**src/trans_pos.svh**
```systemverilog
// Transducer positions for a 4 x 2 grid at 100 unit pitch.
// Include inside a module body; the table entries become local parameters
// of that module. Index i sits at x = (i mod 4) * 100, y = (i div 4) * 100.

localparam int TRANS_NUM = 8;

localparam stm_pkg::pos_t TRANS_X[TRANS_NUM] = '{
  16'd0, 16'd100, 16'd200, 16'd300,
  16'd0, 16'd100, 16'd200, 16'd300
};

localparam stm_pkg::pos_t TRANS_Y[TRANS_NUM] = '{
  16'd0,   16'd0,   16'd0,   16'd0,
  16'd100, 16'd100, 16'd100, 16'd100
};

```
**src/stm_pkg.sv**
```systemverilog
// Widths and constants shared by the focus RTL and its testbench.
// Coordinates are in position units; the sound speed must use the same
// units scaled by 2^FRAC_BITS, or the phase has no physical meaning.
`default_nettype none

package stm_pkg;

  // stored focal point: x [17:0], y [35:18], z [53:36], duty shift [57:54]
  typedef logic [63:0] focus_word_t;

  typedef logic signed [17:0] coord_t;  // focal coordinate
  typedef logic [15:0] pos_t;  // transducer coordinate, never negative

  typedef logic [37:0] dist2_t;  // squared distance
  typedef logic [18:0] dist_t;  // square root of dist2_t

  typedef logic [47:0] div_word_t;  // divider operands and results
  typedef logic [31:0] speed_t;

  localparam int FRAC_BITS = 22;  // fixed-point scale of the distance
  localparam int SEQ_DEPTH = 16;  // focal points in the sequence memory

endpackage

`default_nettype wire

```
**src/div_if.sv**
```systemverilog
// Start/done link between a requester and one iterative divider.
// dividend and divisor must stay put from start until done;
// quotient and remainder hold from done until the next start.
`timescale 1ns/1ps
`default_nettype none

interface div_if;

  logic               start;  // one-cycle pulse
  stm_pkg::div_word_t dividend;
  stm_pkg::div_word_t divisor;
  stm_pkg::div_word_t quotient;
  stm_pkg::div_word_t remainder;
  logic               done;  // one-cycle pulse

  modport requester (
    output start, dividend, divisor,
    input  quotient, remainder, done
  );

  modport divider (
    input  start, dividend, divisor,
    output quotient, remainder, done
  );

endinterface

`default_nettype wire

```
**src/isqrt.sv**
```systemverilog
// Integer square root, floor(sqrt(operand)), two operand bits per cycle.
// done pulses 19 cycles after the start cycle. root holds until the next
// start. start is not accepted while a root is in progress.
`timescale 1ns/1ps
`default_nettype none

module isqrt (
  input  var logic            CLK,
  input  var logic            rst_n,
  input  var logic            start,
  input  var stm_pkg::dist2_t operand,
  output stm_pkg::dist_t      root,
  output logic                done
);

  localparam int STEPS = $bits(stm_pkg::dist_t);

  logic            busy;
  logic [4:0]      cnt;
  stm_pkg::dist2_t op_q;  // shifts out two bits per step
  logic [19:0]     rem;  // partial remainder, bounded by 2 * root
  logic [21:0]     rem_sh;
  logic [21:0]     trial;

  assign rem_sh = {rem, op_q[37:36]};
  assign trial  = {1'b0, root, 2'b01};  // 4 * root + 1

  always_ff @(posedge CLK or negedge rst_n) begin
    if (!rst_n) begin
      busy <= 1'b0;
      cnt  <= '0;
      done <= 1'b0;
    end else begin
      done <= 1'b0;
      if (start) begin
        busy <= 1'b1;
        cnt  <= 5'(STEPS);
      end else if (busy) begin
        cnt <= cnt - 5'd1;
        if (cnt == 5'd1) begin
          busy <= 1'b0;
          done <= 1'b1;
        end
      end
    end
  end

  always_ff @(posedge CLK) begin
    if (start) begin
      op_q <= operand;
      rem  <= '0;
      root <= '0;
    end else if (busy) begin
      op_q <= op_q << 2;
      if (rem_sh >= trial) begin
        rem  <= 20'(rem_sh - trial);
        root <= {root[17:0], 1'b1};
      end else begin
        rem  <= rem_sh[19:0];
        root <= {root[17:0], 1'b0};
      end
    end
  end

  a_no_restart: assert property (@(posedge CLK) disable iff (!rst_n) start |-> !busy)
    else $error("isqrt started while busy");

endmodule

`default_nettype wire

```
**src/stm_focus_operator.sv**
```systemverilog
// Focus operator: phase and duty per transducer for one focal point.
// Transducers are handled one after another, so latency depends on the
// square root and divider iterations. done marks the end; the output
// banks switch as done falls. start outside idle is ignored.
// The cycle table is read live, so writes during a run take effect at once.
`timescale 1ns/1ps
`default_nettype none

module stm_focus_operator #(
  parameter int WIDTH = 13,
  parameter int DEPTH = 8
) (
  input  var logic                     CLK,
  input  var logic                     rst_n,
  input  var logic                     start,
  input  var stm_pkg::focus_word_t     focus,
  input  var stm_pkg::speed_t          sound_speed,
  output logic [$clog2(DEPTH)-1:0]     cycle_rd_addr,
  input  var logic [WIDTH-1:0]         cycle,
  input  var logic [$clog2(DEPTH)-1:0] rd_addr,
  output logic [WIDTH-2:0]             duty,
  output logic [WIDTH-1:0]             phase,
  output logic                         done
);

  `include "trans_pos.svh"

  localparam int AW = $clog2(DEPTH);

  typedef enum logic [2:0] {
    st_idle, st_dist, st_root, st_speed, st_modulo, st_write, st_swap
  } state_t;

  state_t          state;
  logic [AW-1:0]   tr_idx;
  logic [1:0]      dist_ph;  // sub-step inside st_dist
  logic            sqrt_start;
  logic            sqrt_done;
  stm_pkg::dist_t  root;
  stm_pkg::coord_t fx, fy, fz;
  logic [3:0]      duty_shift;
  stm_pkg::coord_t dx, dy;
  logic [35:0]     dx2, dy2, dz2;
  stm_pkg::dist2_t d2;

  logic [WIDTH-2:0] duty_buf[DEPTH];  // shadow banks
  logic [WIDTH-1:0] phase_buf[DEPTH];
  logic [WIDTH-2:0] duty_q[DEPTH];  // visible banks
  logic [WIDTH-1:0] phase_q[DEPTH];

  div_if div_speed ();
  div_if div_cycle ();

  isqrt u_isqrt (
    .CLK,
    .rst_n,
    .start  (sqrt_start),
    .operand(d2),
    .root,
    .done   (sqrt_done)
  );

  udiv u_div_speed (.CLK, .rst_n, .bus(div_speed.divider));
  udiv u_div_cycle (.CLK, .rst_n, .bus(div_cycle.divider));

  assign cycle_rd_addr = tr_idx;
  assign duty          = duty_q[rd_addr];
  assign phase         = phase_q[rd_addr];

  always_ff @(posedge CLK or negedge rst_n) begin
    if (!rst_n) begin
      state           <= st_idle;
      tr_idx          <= '0;
      dist_ph         <= '0;
      sqrt_start      <= 1'b0;
      div_speed.start <= 1'b0;
      div_cycle.start <= 1'b0;
      done            <= 1'b0;
      for (int i = 0; i < DEPTH; i++) begin
        duty_q[i]  <= '0;
        phase_q[i] <= '0;
      end
    end else begin
      sqrt_start      <= 1'b0;
      div_speed.start <= 1'b0;
      div_cycle.start <= 1'b0;
      case (state)
        st_idle: begin
          if (start) begin
            tr_idx  <= '0;
            dist_ph <= '0;
            state   <= st_dist;
          end
        end
        st_dist: begin
          dist_ph <= dist_ph + 2'd1;
          if (dist_ph == 2'd2) begin
            dist_ph    <= '0;
            sqrt_start <= 1'b1;  // d2 is valid next cycle
            state      <= st_root;
          end
        end
        st_root: begin
          if (sqrt_done) begin
            div_speed.start <= 1'b1;
            state           <= st_speed;
          end
        end
        st_speed: begin
          if (div_speed.done) begin
            div_cycle.start <= 1'b1;
            state           <= st_modulo;
          end
        end
        st_modulo: if (div_cycle.done) state <= st_write;
        st_write: begin
          if (tr_idx == AW'(DEPTH - 1)) begin
            done  <= 1'b1;
            state <= st_swap;
          end else begin
            tr_idx <= tr_idx + 1'b1;
            state  <= st_dist;
          end
        end
        st_swap: begin
          duty_q  <= duty_buf;
          phase_q <= phase_buf;
          done    <= 1'b0;
          state   <= st_idle;
        end
        default: state <= st_idle;
      endcase
    end
  end

  always_ff @(posedge CLK) begin
    case (state)
      st_idle: begin
        if (start) begin
          fx         <= focus[17:0];
          fy         <= focus[35:18];
          fz         <= focus[53:36];
          duty_shift <= focus[57:54];
        end
      end
      st_dist: begin
        case (dist_ph)
          2'd0: begin
            dx <= fx - stm_pkg::coord_t'(TRANS_X[tr_idx]);
            dy <= fy - stm_pkg::coord_t'(TRANS_Y[tr_idx]);
          end
          2'd1: begin
            dx2 <= dx * dx;
            dy2 <= dy * dy;
            dz2 <= fz * fz;
          end
          default: begin
            d2 <= stm_pkg::dist2_t'(dx2) + stm_pkg::dist2_t'(dy2) + stm_pkg::dist2_t'(dz2);
          end
        endcase
      end
      st_root: begin
        if (sqrt_done) begin
          div_speed.dividend <= stm_pkg::div_word_t'(root) << stm_pkg::FRAC_BITS;
          div_speed.divisor  <= stm_pkg::div_word_t'(sound_speed);
        end
      end
      st_speed: begin
        if (div_speed.done) begin
          div_cycle.dividend <= div_speed.quotient;
          div_cycle.divisor  <= stm_pkg::div_word_t'(cycle);
        end
      end
      st_write: begin
        phase_buf[tr_idx] <= div_cycle.remainder[WIDTH-1:0];
        duty_buf[tr_idx]  <= cycle[WIDTH-1:1] >> duty_shift;
      end
      default: ;
    endcase
  end

  a_done_pulse: assert property (@(posedge CLK) disable iff (!rst_n) done |=> !done)
    else $error("done held longer than one cycle");

  // the position table only covers TRANS_NUM elements
  a_depth_fits: assert property (@(posedge CLK) DEPTH <= TRANS_NUM)
    else $error("DEPTH exceeds the position table");

endmodule

`default_nettype wire

```
**src/stm_focus_top.sv**
```systemverilog
// Focus top level: sequence memory, cycle table and index-change detect.
// A new idx gives a start pulse two cycles after it is sampled. Writing
// the same idx again does nothing. Both memories have no reset, so the
// cycle table must be written with nonzero cycles before the first start.
`timescale 1ns/1ps
`default_nettype none

module stm_focus_top #(
  parameter int WIDTH = 13,
  parameter int DEPTH = 8
) (
  input  var logic                                  CLK,
  input  var logic                                  rst_n,
  input  var logic [$clog2(stm_pkg::SEQ_DEPTH)-1:0] idx,
  input  var logic                                  focus_wr_en,
  input  var logic [$clog2(stm_pkg::SEQ_DEPTH)-1:0] focus_wr_addr,
  input  var stm_pkg::focus_word_t                  focus_wr_data,
  input  var logic                                  cycle_wr_en,
  input  var logic [$clog2(DEPTH)-1:0]              cycle_wr_addr,
  input  var logic [WIDTH-1:0]                      cycle_wr_data,
  input  var stm_pkg::speed_t                       sound_speed,
  input  var logic [$clog2(DEPTH)-1:0]              rd_addr,
  output logic [WIDTH-2:0]                          duty,
  output logic [WIDTH-1:0]                          phase,
  output logic                                      start,
  output logic                                      done
);

  localparam int IW = $clog2(stm_pkg::SEQ_DEPTH);

  stm_pkg::focus_word_t focus_mem[stm_pkg::SEQ_DEPTH];
  logic [WIDTH-1:0]     cycle_tbl[DEPTH];

  logic [IW-1:0]              idx_q;
  logic [IW-1:0]              idx_old;
  logic                       start_buf;
  logic [$clog2(DEPTH)-1:0]   cycle_rd_addr;

  always_ff @(posedge CLK) begin
    if (focus_wr_en) focus_mem[focus_wr_addr] <= focus_wr_data;
    if (cycle_wr_en) cycle_tbl[cycle_wr_addr] <= cycle_wr_data;
  end

  // change detect, start lands two edges after idx is sampled
  always_ff @(posedge CLK or negedge rst_n) begin
    if (!rst_n) begin
      idx_q     <= '0;
      idx_old   <= '0;
      start_buf <= 1'b0;
      start     <= 1'b0;
    end else begin
      idx_q     <= idx;
      idx_old   <= idx_q;
      start_buf <= idx_q != idx_old;
      start     <= start_buf;
    end
  end

  stm_focus_operator #(
    .WIDTH(WIDTH),
    .DEPTH(DEPTH)
  ) u_operator (
    .CLK,
    .rst_n,
    .start,
    .focus        (focus_mem[idx_q]),  // read at the index that fired start
    .sound_speed,
    .cycle_rd_addr,
    .cycle        (cycle_tbl[cycle_rd_addr]),
    .rd_addr,
    .duty,
    .phase,
    .done
  );

endmodule

`default_nettype wire

```
**src/udiv.sv**
```systemverilog
// Restoring unsigned divider, one quotient bit per cycle.
// Operands are latched at start, done pulses 48 cycles later.
// Divide by zero is not handled; the requester must avoid it.
`timescale 1ns/1ps
`default_nettype none

module udiv (
  input var logic CLK,
  input var logic rst_n,
  div_if.divider  bus
);

  localparam int N = $bits(stm_pkg::div_word_t);

  logic                     busy;
  logic [$clog2(N+1)-1:0]   cnt;
  stm_pkg::div_word_t       d_q;
  stm_pkg::div_word_t       q_q;  // dividend shifts out, quotient shifts in
  stm_pkg::div_word_t       r_q;
  logic [N:0]               r_sh;

  assign r_sh = {r_q, q_q[N-1]};

  assign bus.quotient  = q_q;
  assign bus.remainder = r_q;

  always_ff @(posedge CLK or negedge rst_n) begin
    if (!rst_n) begin
      busy     <= 1'b0;
      cnt      <= '0;
      bus.done <= 1'b0;
    end else begin
      bus.done <= 1'b0;
      if (bus.start) begin
        busy <= 1'b1;
        cnt  <= ($clog2(N+1))'(N);
      end else if (busy) begin
        cnt <= cnt - 1'b1;
        if (cnt == 1) begin
          busy     <= 1'b0;
          bus.done <= 1'b1;
        end
      end
    end
  end

  always_ff @(posedge CLK) begin
    if (bus.start) begin
      d_q <= bus.divisor;
      q_q <= bus.dividend;
      r_q <= '0;
    end else if (busy) begin
      if (r_sh >= {1'b0, d_q}) begin
        r_q <= N'(r_sh - {1'b0, d_q});
        q_q <= {q_q[N-2:0], 1'b1};
      end else begin
        r_q <= r_sh[N-1:0];
        q_q <= {q_q[N-2:0], 1'b0};
      end
    end
  end

  a_divisor_nonzero: assert property (
    @(posedge CLK) disable iff (!rst_n) bus.start |-> bus.divisor != '0
  ) else $error("udiv started with zero divisor");

endmodule

`default_nettype wire
```
**config.mk**
```make
export PLATFORM = sky130hd
export DESIGN_NAME = stm_focus_top
export DESIGN_NICKNAME = d
export VERILOG_FILES = /design/src/stm_pkg.sv /design/src/div_if.sv /design/src/isqrt.sv /design/src/stm_focus_operator.sv /design/src/stm_focus_top.sv /design/src/udiv.sv
export VERILOG_INCLUDE_DIRS = /design/src
export SDC_FILE = /design/constraint.sdc
export NUM_CORES = 2
export LEC_CHECK = 0
export BUFFER_PORTS_ARGS = -buffer_cell sky130_fd_sc_hd__buf_2
export CAP_MARGIN = 5
export CELL_PAD_IN_SITES_DETAIL_PLACEMENT = 0
export CELL_PAD_IN_SITES_GLOBAL_PLACEMENT = 2
export CORE_MARGIN = 3
export CORE_UTILIZATION = 47
export DETAILED_ROUTE_END_ITERATION = 8
export PLACE_DENSITY = 0.8
export SETUP_SLACK_MARGIN = 0.3
export SKIP_CTS_REPAIR_TIMING = 1
export SLEW_MARGIN = 30
export SYNTH_ARGS = -nofsm -noshare
export SYNTH_HDL_FRONTEND = slang
export SYNTH_SLANG_ARGS = --single-unit
```
**constraint.sdc**
```tcl
create_clock -name CLK -period 11.4 [get_ports CLK]
set_clock_uncertainty 0.1 [all_clocks]
set_input_delay 1.14 -clock CLK [delete_from_list [all_inputs] [get_ports CLK]]
set_output_delay 1.14 -clock CLK [all_outputs]
set_load 0.005 [all_outputs]
```
======== After elaboration in Yosys (flattened, before gate mapping) ========
Memory sizes are Yosys's and may differ from the RTL's. A register that Yosys moved wholly into a read port is not among the register bits.
Cells that the tools add are included.
word-level totals
  bits in registers ....................... 1053
  bits in writable memories ............... 1128
  ROM bits ................................ 256
  input bits .............................. 127
  logic and storage cells ................. 218
  memories kept ........................... 4
memories
  name              depth  width  rd ports  clocked after memory_dff  wr ports  RTL line                   text
  focus_mem         16     64     1         1                         1         stm_focus_top.sv:31        stm_pkg::focus_word_t focus_mem[stm_pkg::SEQ_DEPTH];
  (name not given)  8      16     1         0                         0         stm_focus_operator.sv:149  dx <= fx - stm_pkg::coord_t'(TRANS_X[tr_idx]);
  (name not given)  8      16     1         0                         0         stm_focus_operator.sv:150  dy <= fy - stm_pkg::coord_t'(TRANS_Y[tr_idx]);
  cycle_tbl         8      13     1         0                         1         stm_focus_top.sv:32        logic [WIDTH-1:0] cycle_tbl[DEPTH];
operators by class
  add/subtract/negate cells ............... 12
  $mul .................................... 3
  order comparisons ....................... 6
  equal/unequal tests ..................... 20
  shift operators ......................... 1
  muxes and demuxes ....................... 77
  bitwise gates (word level) .............. 3
  reduce and logical (&&, ||, !) cells .... 20
operators by type and width
  operator                                                        count
  48-bit two-way mux                                              5
  18-bit by 18-bit multiplier with 36-bit output                  3
  104-bit bitwise mux                                             1
  96-bit bitwise mux                                              1
  38-bit two-way mux                                              2
  16-bit two-way mux                                              4
  49-bit by 13-bit greater-or-equal comparator with 1-bit output  1
  49-bit by 32-bit greater-or-equal comparator with 1-bit output  1
  48-bit by 13-bit subtractor with 48-bit output                  1
  48-bit by 32-bit subtractor with 48-bit output                  1
  41-bit two-way mux                                              1
  13-bit binary-select mux with 3-bit select                      1
  13-bit demux with 3-bit select                                  1
  13-bit two-way mux                                              3
  38-bit by 36-bit adder with 38-bit output                       1
  36-bit by 36-bit adder with 37-bit output                       1
  12-bit binary-select mux with 3-bit select                      1
  12-bit demux with 3-bit select                                  1
  12-bit two-way mux                                              3
  18-bit by 17-bit subtractor with 18-bit output                  2
  1-bit two-way mux                                               32
  3-bit two-way mux                                               8
  6-bit two-way mux                                               4
  22-bit by 21-bit greater-or-equal comparator with 1-bit output  1
  other kinds (35)                                                62

======== Longest topological paths before layout ========
  word-level depth ........................ 6
  gate-level depth with buffers ........... 27

======== Modules after synthesis ========
Synthesis repeated with hierarchy kept, for this count alone.
second synthesis, totals
  cells, all modules ...................... 9258
  area, all modules ....................... 127547.3 µm²
by module, submodules not included
  module              times used  cells an instance  area each (µm²)  seq. area each (µm²)
  stm_focus_operator  1           5205               62378.6          21790.9
  stm_focus_top       1           1762               42535.8          34122.7
  udiv                2           934                9071.2           4043.9
  isqrt               1           423                4490.6           2097.0

======== Worst setup path after synthesis ========
No wires, ideal clock.
  path kind ............................... register to register
  from .................................... register u_operator.state[1]
  to ...................................... register u_operator.dx2[0] (enable)
  library setup time ...................... 0.721 ns
  arrival time ............................ 8.503 ns
  setup slack ............................. 2.076 ns
  stages on the path, launching flop included .. 5
  path buffers ............................ 1
  path through ............................ dfrtp_1 -> clkbuf_1 -> nor2_1 -> nand2_1 -> nor3b_1
on the way
  word-level cells in the longest chain between the ends .. 2
RTL lines
  what                                            RTL line                   text
  start: declaration                              stm_focus_operator.sv:34   state_t state;
  start signal: assignment                        stm_focus_operator.sv:72   state <= st_idle;
  start signal: assignment                        stm_focus_operator.sv:92   state <= st_dist;
  start signal: assignment                        stm_focus_operator.sv:100  state <= st_root;
  3-bit by 1-bit equality test with 1-bit output  stm_focus_operator.sv:137  case (state)
  2-bit AND reduction (no source line)            n/a
  end signal: assignment                          stm_focus_operator.sv:153  dx2 <= dx * dx;
  end: declaration                                stm_focus_operator.sv:43   logic [35:0] dx2, dy2, dz2;
No other way between the ends.
A chain may end at the register's enable or synchronous reset.

======== Worst setup path after layout ========
  from .................................... register u_operator.fz[17]
  to ...................................... register u_operator.dz2[35], data pin
on the way
  word-level cells in the longest chain between the ends .. 1
RTL lines
  what                                            RTL line                   text
  start: declaration                              stm_focus_operator.sv:40   stm_pkg::coord_t fx, fy, fz;
  start signal: assignment                        stm_focus_operator.sv:142  fz <= focus[53:36];
  18-bit by 18-bit multiplier with 36-bit output  stm_focus_operator.sv:155  dz2 <= fz * fz;
  end signal: assignment                          stm_focus_operator.sv:155
  end: declaration                                stm_focus_operator.sv:43
No other way between the ends.

==> summary.md <==
| Metric | Value |
|---|---|
| Run status | complete, no violations |
| GRT met1 Usage | 0.280 |
| CP bufs+invs | 8 |
| Top cells by area, synth | edfxtp_1 44%, fa_1 15%, mux4_2 6.9% |
| Largest net degree at the start of global routing | 145 |
| Post-DP HPWL | 168 mm |
| Die area | 261000 um2 |
| Synth area leader | edfxtp_1 |
| DRT antenna net count | 0 |
| Routability cong. | 0.807 |
| Final Max Tran Viols | 0 |
| Yosys top cell area share | 0.440 |
| Worst Path Required | 11890 ps |
| DR WL/cell | 20.5 um |
| Yosys warning total | 0 |
| Final min period | 8080 ps |
| M3 GR Usage | 0.0376 |
| Slew @ Worst Pin | 1020 ps |
| CTS Sinks | 2140 |
| GRT busiest layer | met2 |
| Worst Hold Class | in2async |
| Clock buffer depth | 3 |
| Chip width | 511 um |
| Clk_lat worst skew | 880 ps |
| First-pass GRT wire length | 406 mm |
| Drt drc | 0 |
| #FFs+latches synth | 2140 |
| Clock root buffer | clkbuf_16 |
| Post-Place Setup Slack | 3360 ps |
| RR Startpoint | u_operator.fz[17] |
| Initial antenna violation count | 34 |
| Mean area per synthesized cell | 13.9 um2 |
| CP Class | reg2reg |
| Vias per cell | 5.36 |
| Vias post-DR | 66354 |
| Setup crit start | u_operator.fz[17] |
| Slew HR | 0.319 |
| Htree depth | 4 |
| Crit path largest cell delay | 570 ps |
| Port Buffers | 147 |
| TritonCTS buffer count | 217 |
| Worst path arrival time | 8570 ps |
| Register area share after synthesis | 0.514 |
| Share of layout cells above drive strength 1 | 0.157 |
| Total Routing Usage GR | 0.198 |
| Met2 usage | 0.323 |
| Crit path top cell by count | inv_1 |
| P&R area growth vs syn | 10.4% |
| Maxcap violations | 0 |
| Startpoint Class | flop |
| Fin. Hold Viols | 0 |
| Io pins | 154 |
| CTS tree | done |
| Final Cycle Share | 0.709 |
| DR iter-0 viols | 4667 |
| Grt total ovfl | 0 |
| Max Fclk | 124 MHz |
| Setup ws final | 3320 ps |
| Synth async-reset ratio | 0.114 |
| Nets | 10304 |
| Commonest non-fill, non-tap cell in the layout | edfxtp_1 |
| CP endpoint kind | flop |
| Commonest non-fill, non-tap cells in the layout | 1760 x edfxtp_1, 1351 x inv_1, 885 x fa_1, 533 x nand2_1, 475 x ha_1 |
| Filler cell count | 21173 |
| Clk slew on worst S/H paths | 60 ps |
| Setup TNS | 0 ps |
| Vias in the first global route | 70613 |
| Min Hold Slack | 122 ps |
| Rows | 184 |
| Initial Utilization | 0.475 |
| Cells after synthesis | 8640 |
| Crit-path max FO | 22 |
| Synth cell types | 92 |
| Unrepaired setup endpoints after global routing | no |
| Setup violations, final | 0 |
| DRT Wirelength | 254 mm |
| Core region area | 253000 um2 |
| Die Y | 511 um |
| First drt pass iteration count | 5 |
| Top_reg_cell synth | edfxtp_1 |
| Syn nets | 10127 |
| Slowest cell on crit path | inv_1 |
| EDFF count, synth | 1760 |
| Cell family contributing the most delay on the critical path | adder cells |
| Mapped cell area | 120000 um2 |
Yosys cell counts, types with 10 or more instances:
library cell,instances
nand3b_1,15
mux2_2,331
mux4_2,366
fa_1,885
nand2_1,533
o21a_1,33
o22ai_1,10
and2_1,133
dfrtp_1,245
and3_1,21
nor2_1,416
a311oi_1,22
nor3_1,83
o21ai_0,153
nand4_1,30
nor2b_1,81
dfxtp_1,135
o211ai_1,16
nand3_1,61
a21boi_0,10
inv_1,1353
o31a_1,10
a31o_2,11
nand2b_1,66
edfxtp_1,1760
o31ai_1,22
a21o_1,75
nor3b_1,11
clkbuf_1,264
ha_1,475
xor2_1,96
a211oi_1,113
nor4_1,23
buf_1,32
or2_2,16
a21oi_1,208
a31oi_1,29
o21bai_1,28
or3_1,30
xnor2_1,218
mux2i_1,86
registers in the layout, indices dropped and copies added (netlist names), 96 cells and up:
register,count
u_operator.duty_buf,96
u_operator.phase_buf,104
u_operator.phase_q,104
u_operator.duty_q,96
focus_mem,928
cycle_tbl,104
layout make-up:
| type | count | area [um2] | area share |
|---|---|---|---|
| Tap cell | 3348 | 4190 | 0.0316 |
| Sequential cell | 2140 | 61700 | 0.466 |
| Clock inverter | 138 | 1520 | 0.0115 |
| Clock buffer | 273 | 5810 | 0.0438 |
| Multi-Input combinational cell | 4835 | 52300 | 0.394 |
| Inverter | 1353 | 5080 | 0.0383 |
| Antenna cell | 13 | 32.5 | 0.000245 |
| Timing Repair Buffer | 270 | 1920 | 0.0145 |
worst paths after layout:
| check | end | slack (ps) | depth (start not counted) |
|---|---|---|---|
| min reg2reg | start | 250 | 0 |
| min in group CLK | start | 250 | 0 |
| max | u_operator.dz2[35] | 3320 | 25 |
| min | u_operator.phase_q[60] | 120 | 1 |
| max reg2reg | u_operator.dz2[35] | 3320 | 25 |
| max in group asynchronous | u_operator.sqrt_start | 8740 | 3 |
cell families after synthesis:
family | synth area share
AOI/OAI and AO/OA | 0.0447
xor gates and xnor gates | 0.0229
adders and majority gates | 0.197
buffers and inverters | 0.0525
DFF | 0.514
muxes | 0.107
and+or+nand+nor | 0.0620
per-layer routing:
| layer | part of all wire | vias to the layer above |
|---|---|---|
| li1 | - | 30441 |
| met1 | 0.44 | 34199 |
| met2 | 0.48 | 1335 |
| met3 | 0.057 | 347 |
| met4 | 0.019 | 32 |
| met5 | 0.00087 | - |
per-stage QoR:
step                area [um2]  std cells  utilization
CTS                     132000      12346        0.523
finish                  133000      12370        0.524
floorplan               120000       8640            -
global route            133000      12360        0.524
global placement        125000      11933        0.494
detailed placement      125000      11935        0.494
Power is left out: the tool's default activity adds up to more than one toggle a clock period on the data nets, which glitch-free logic cannot reach.
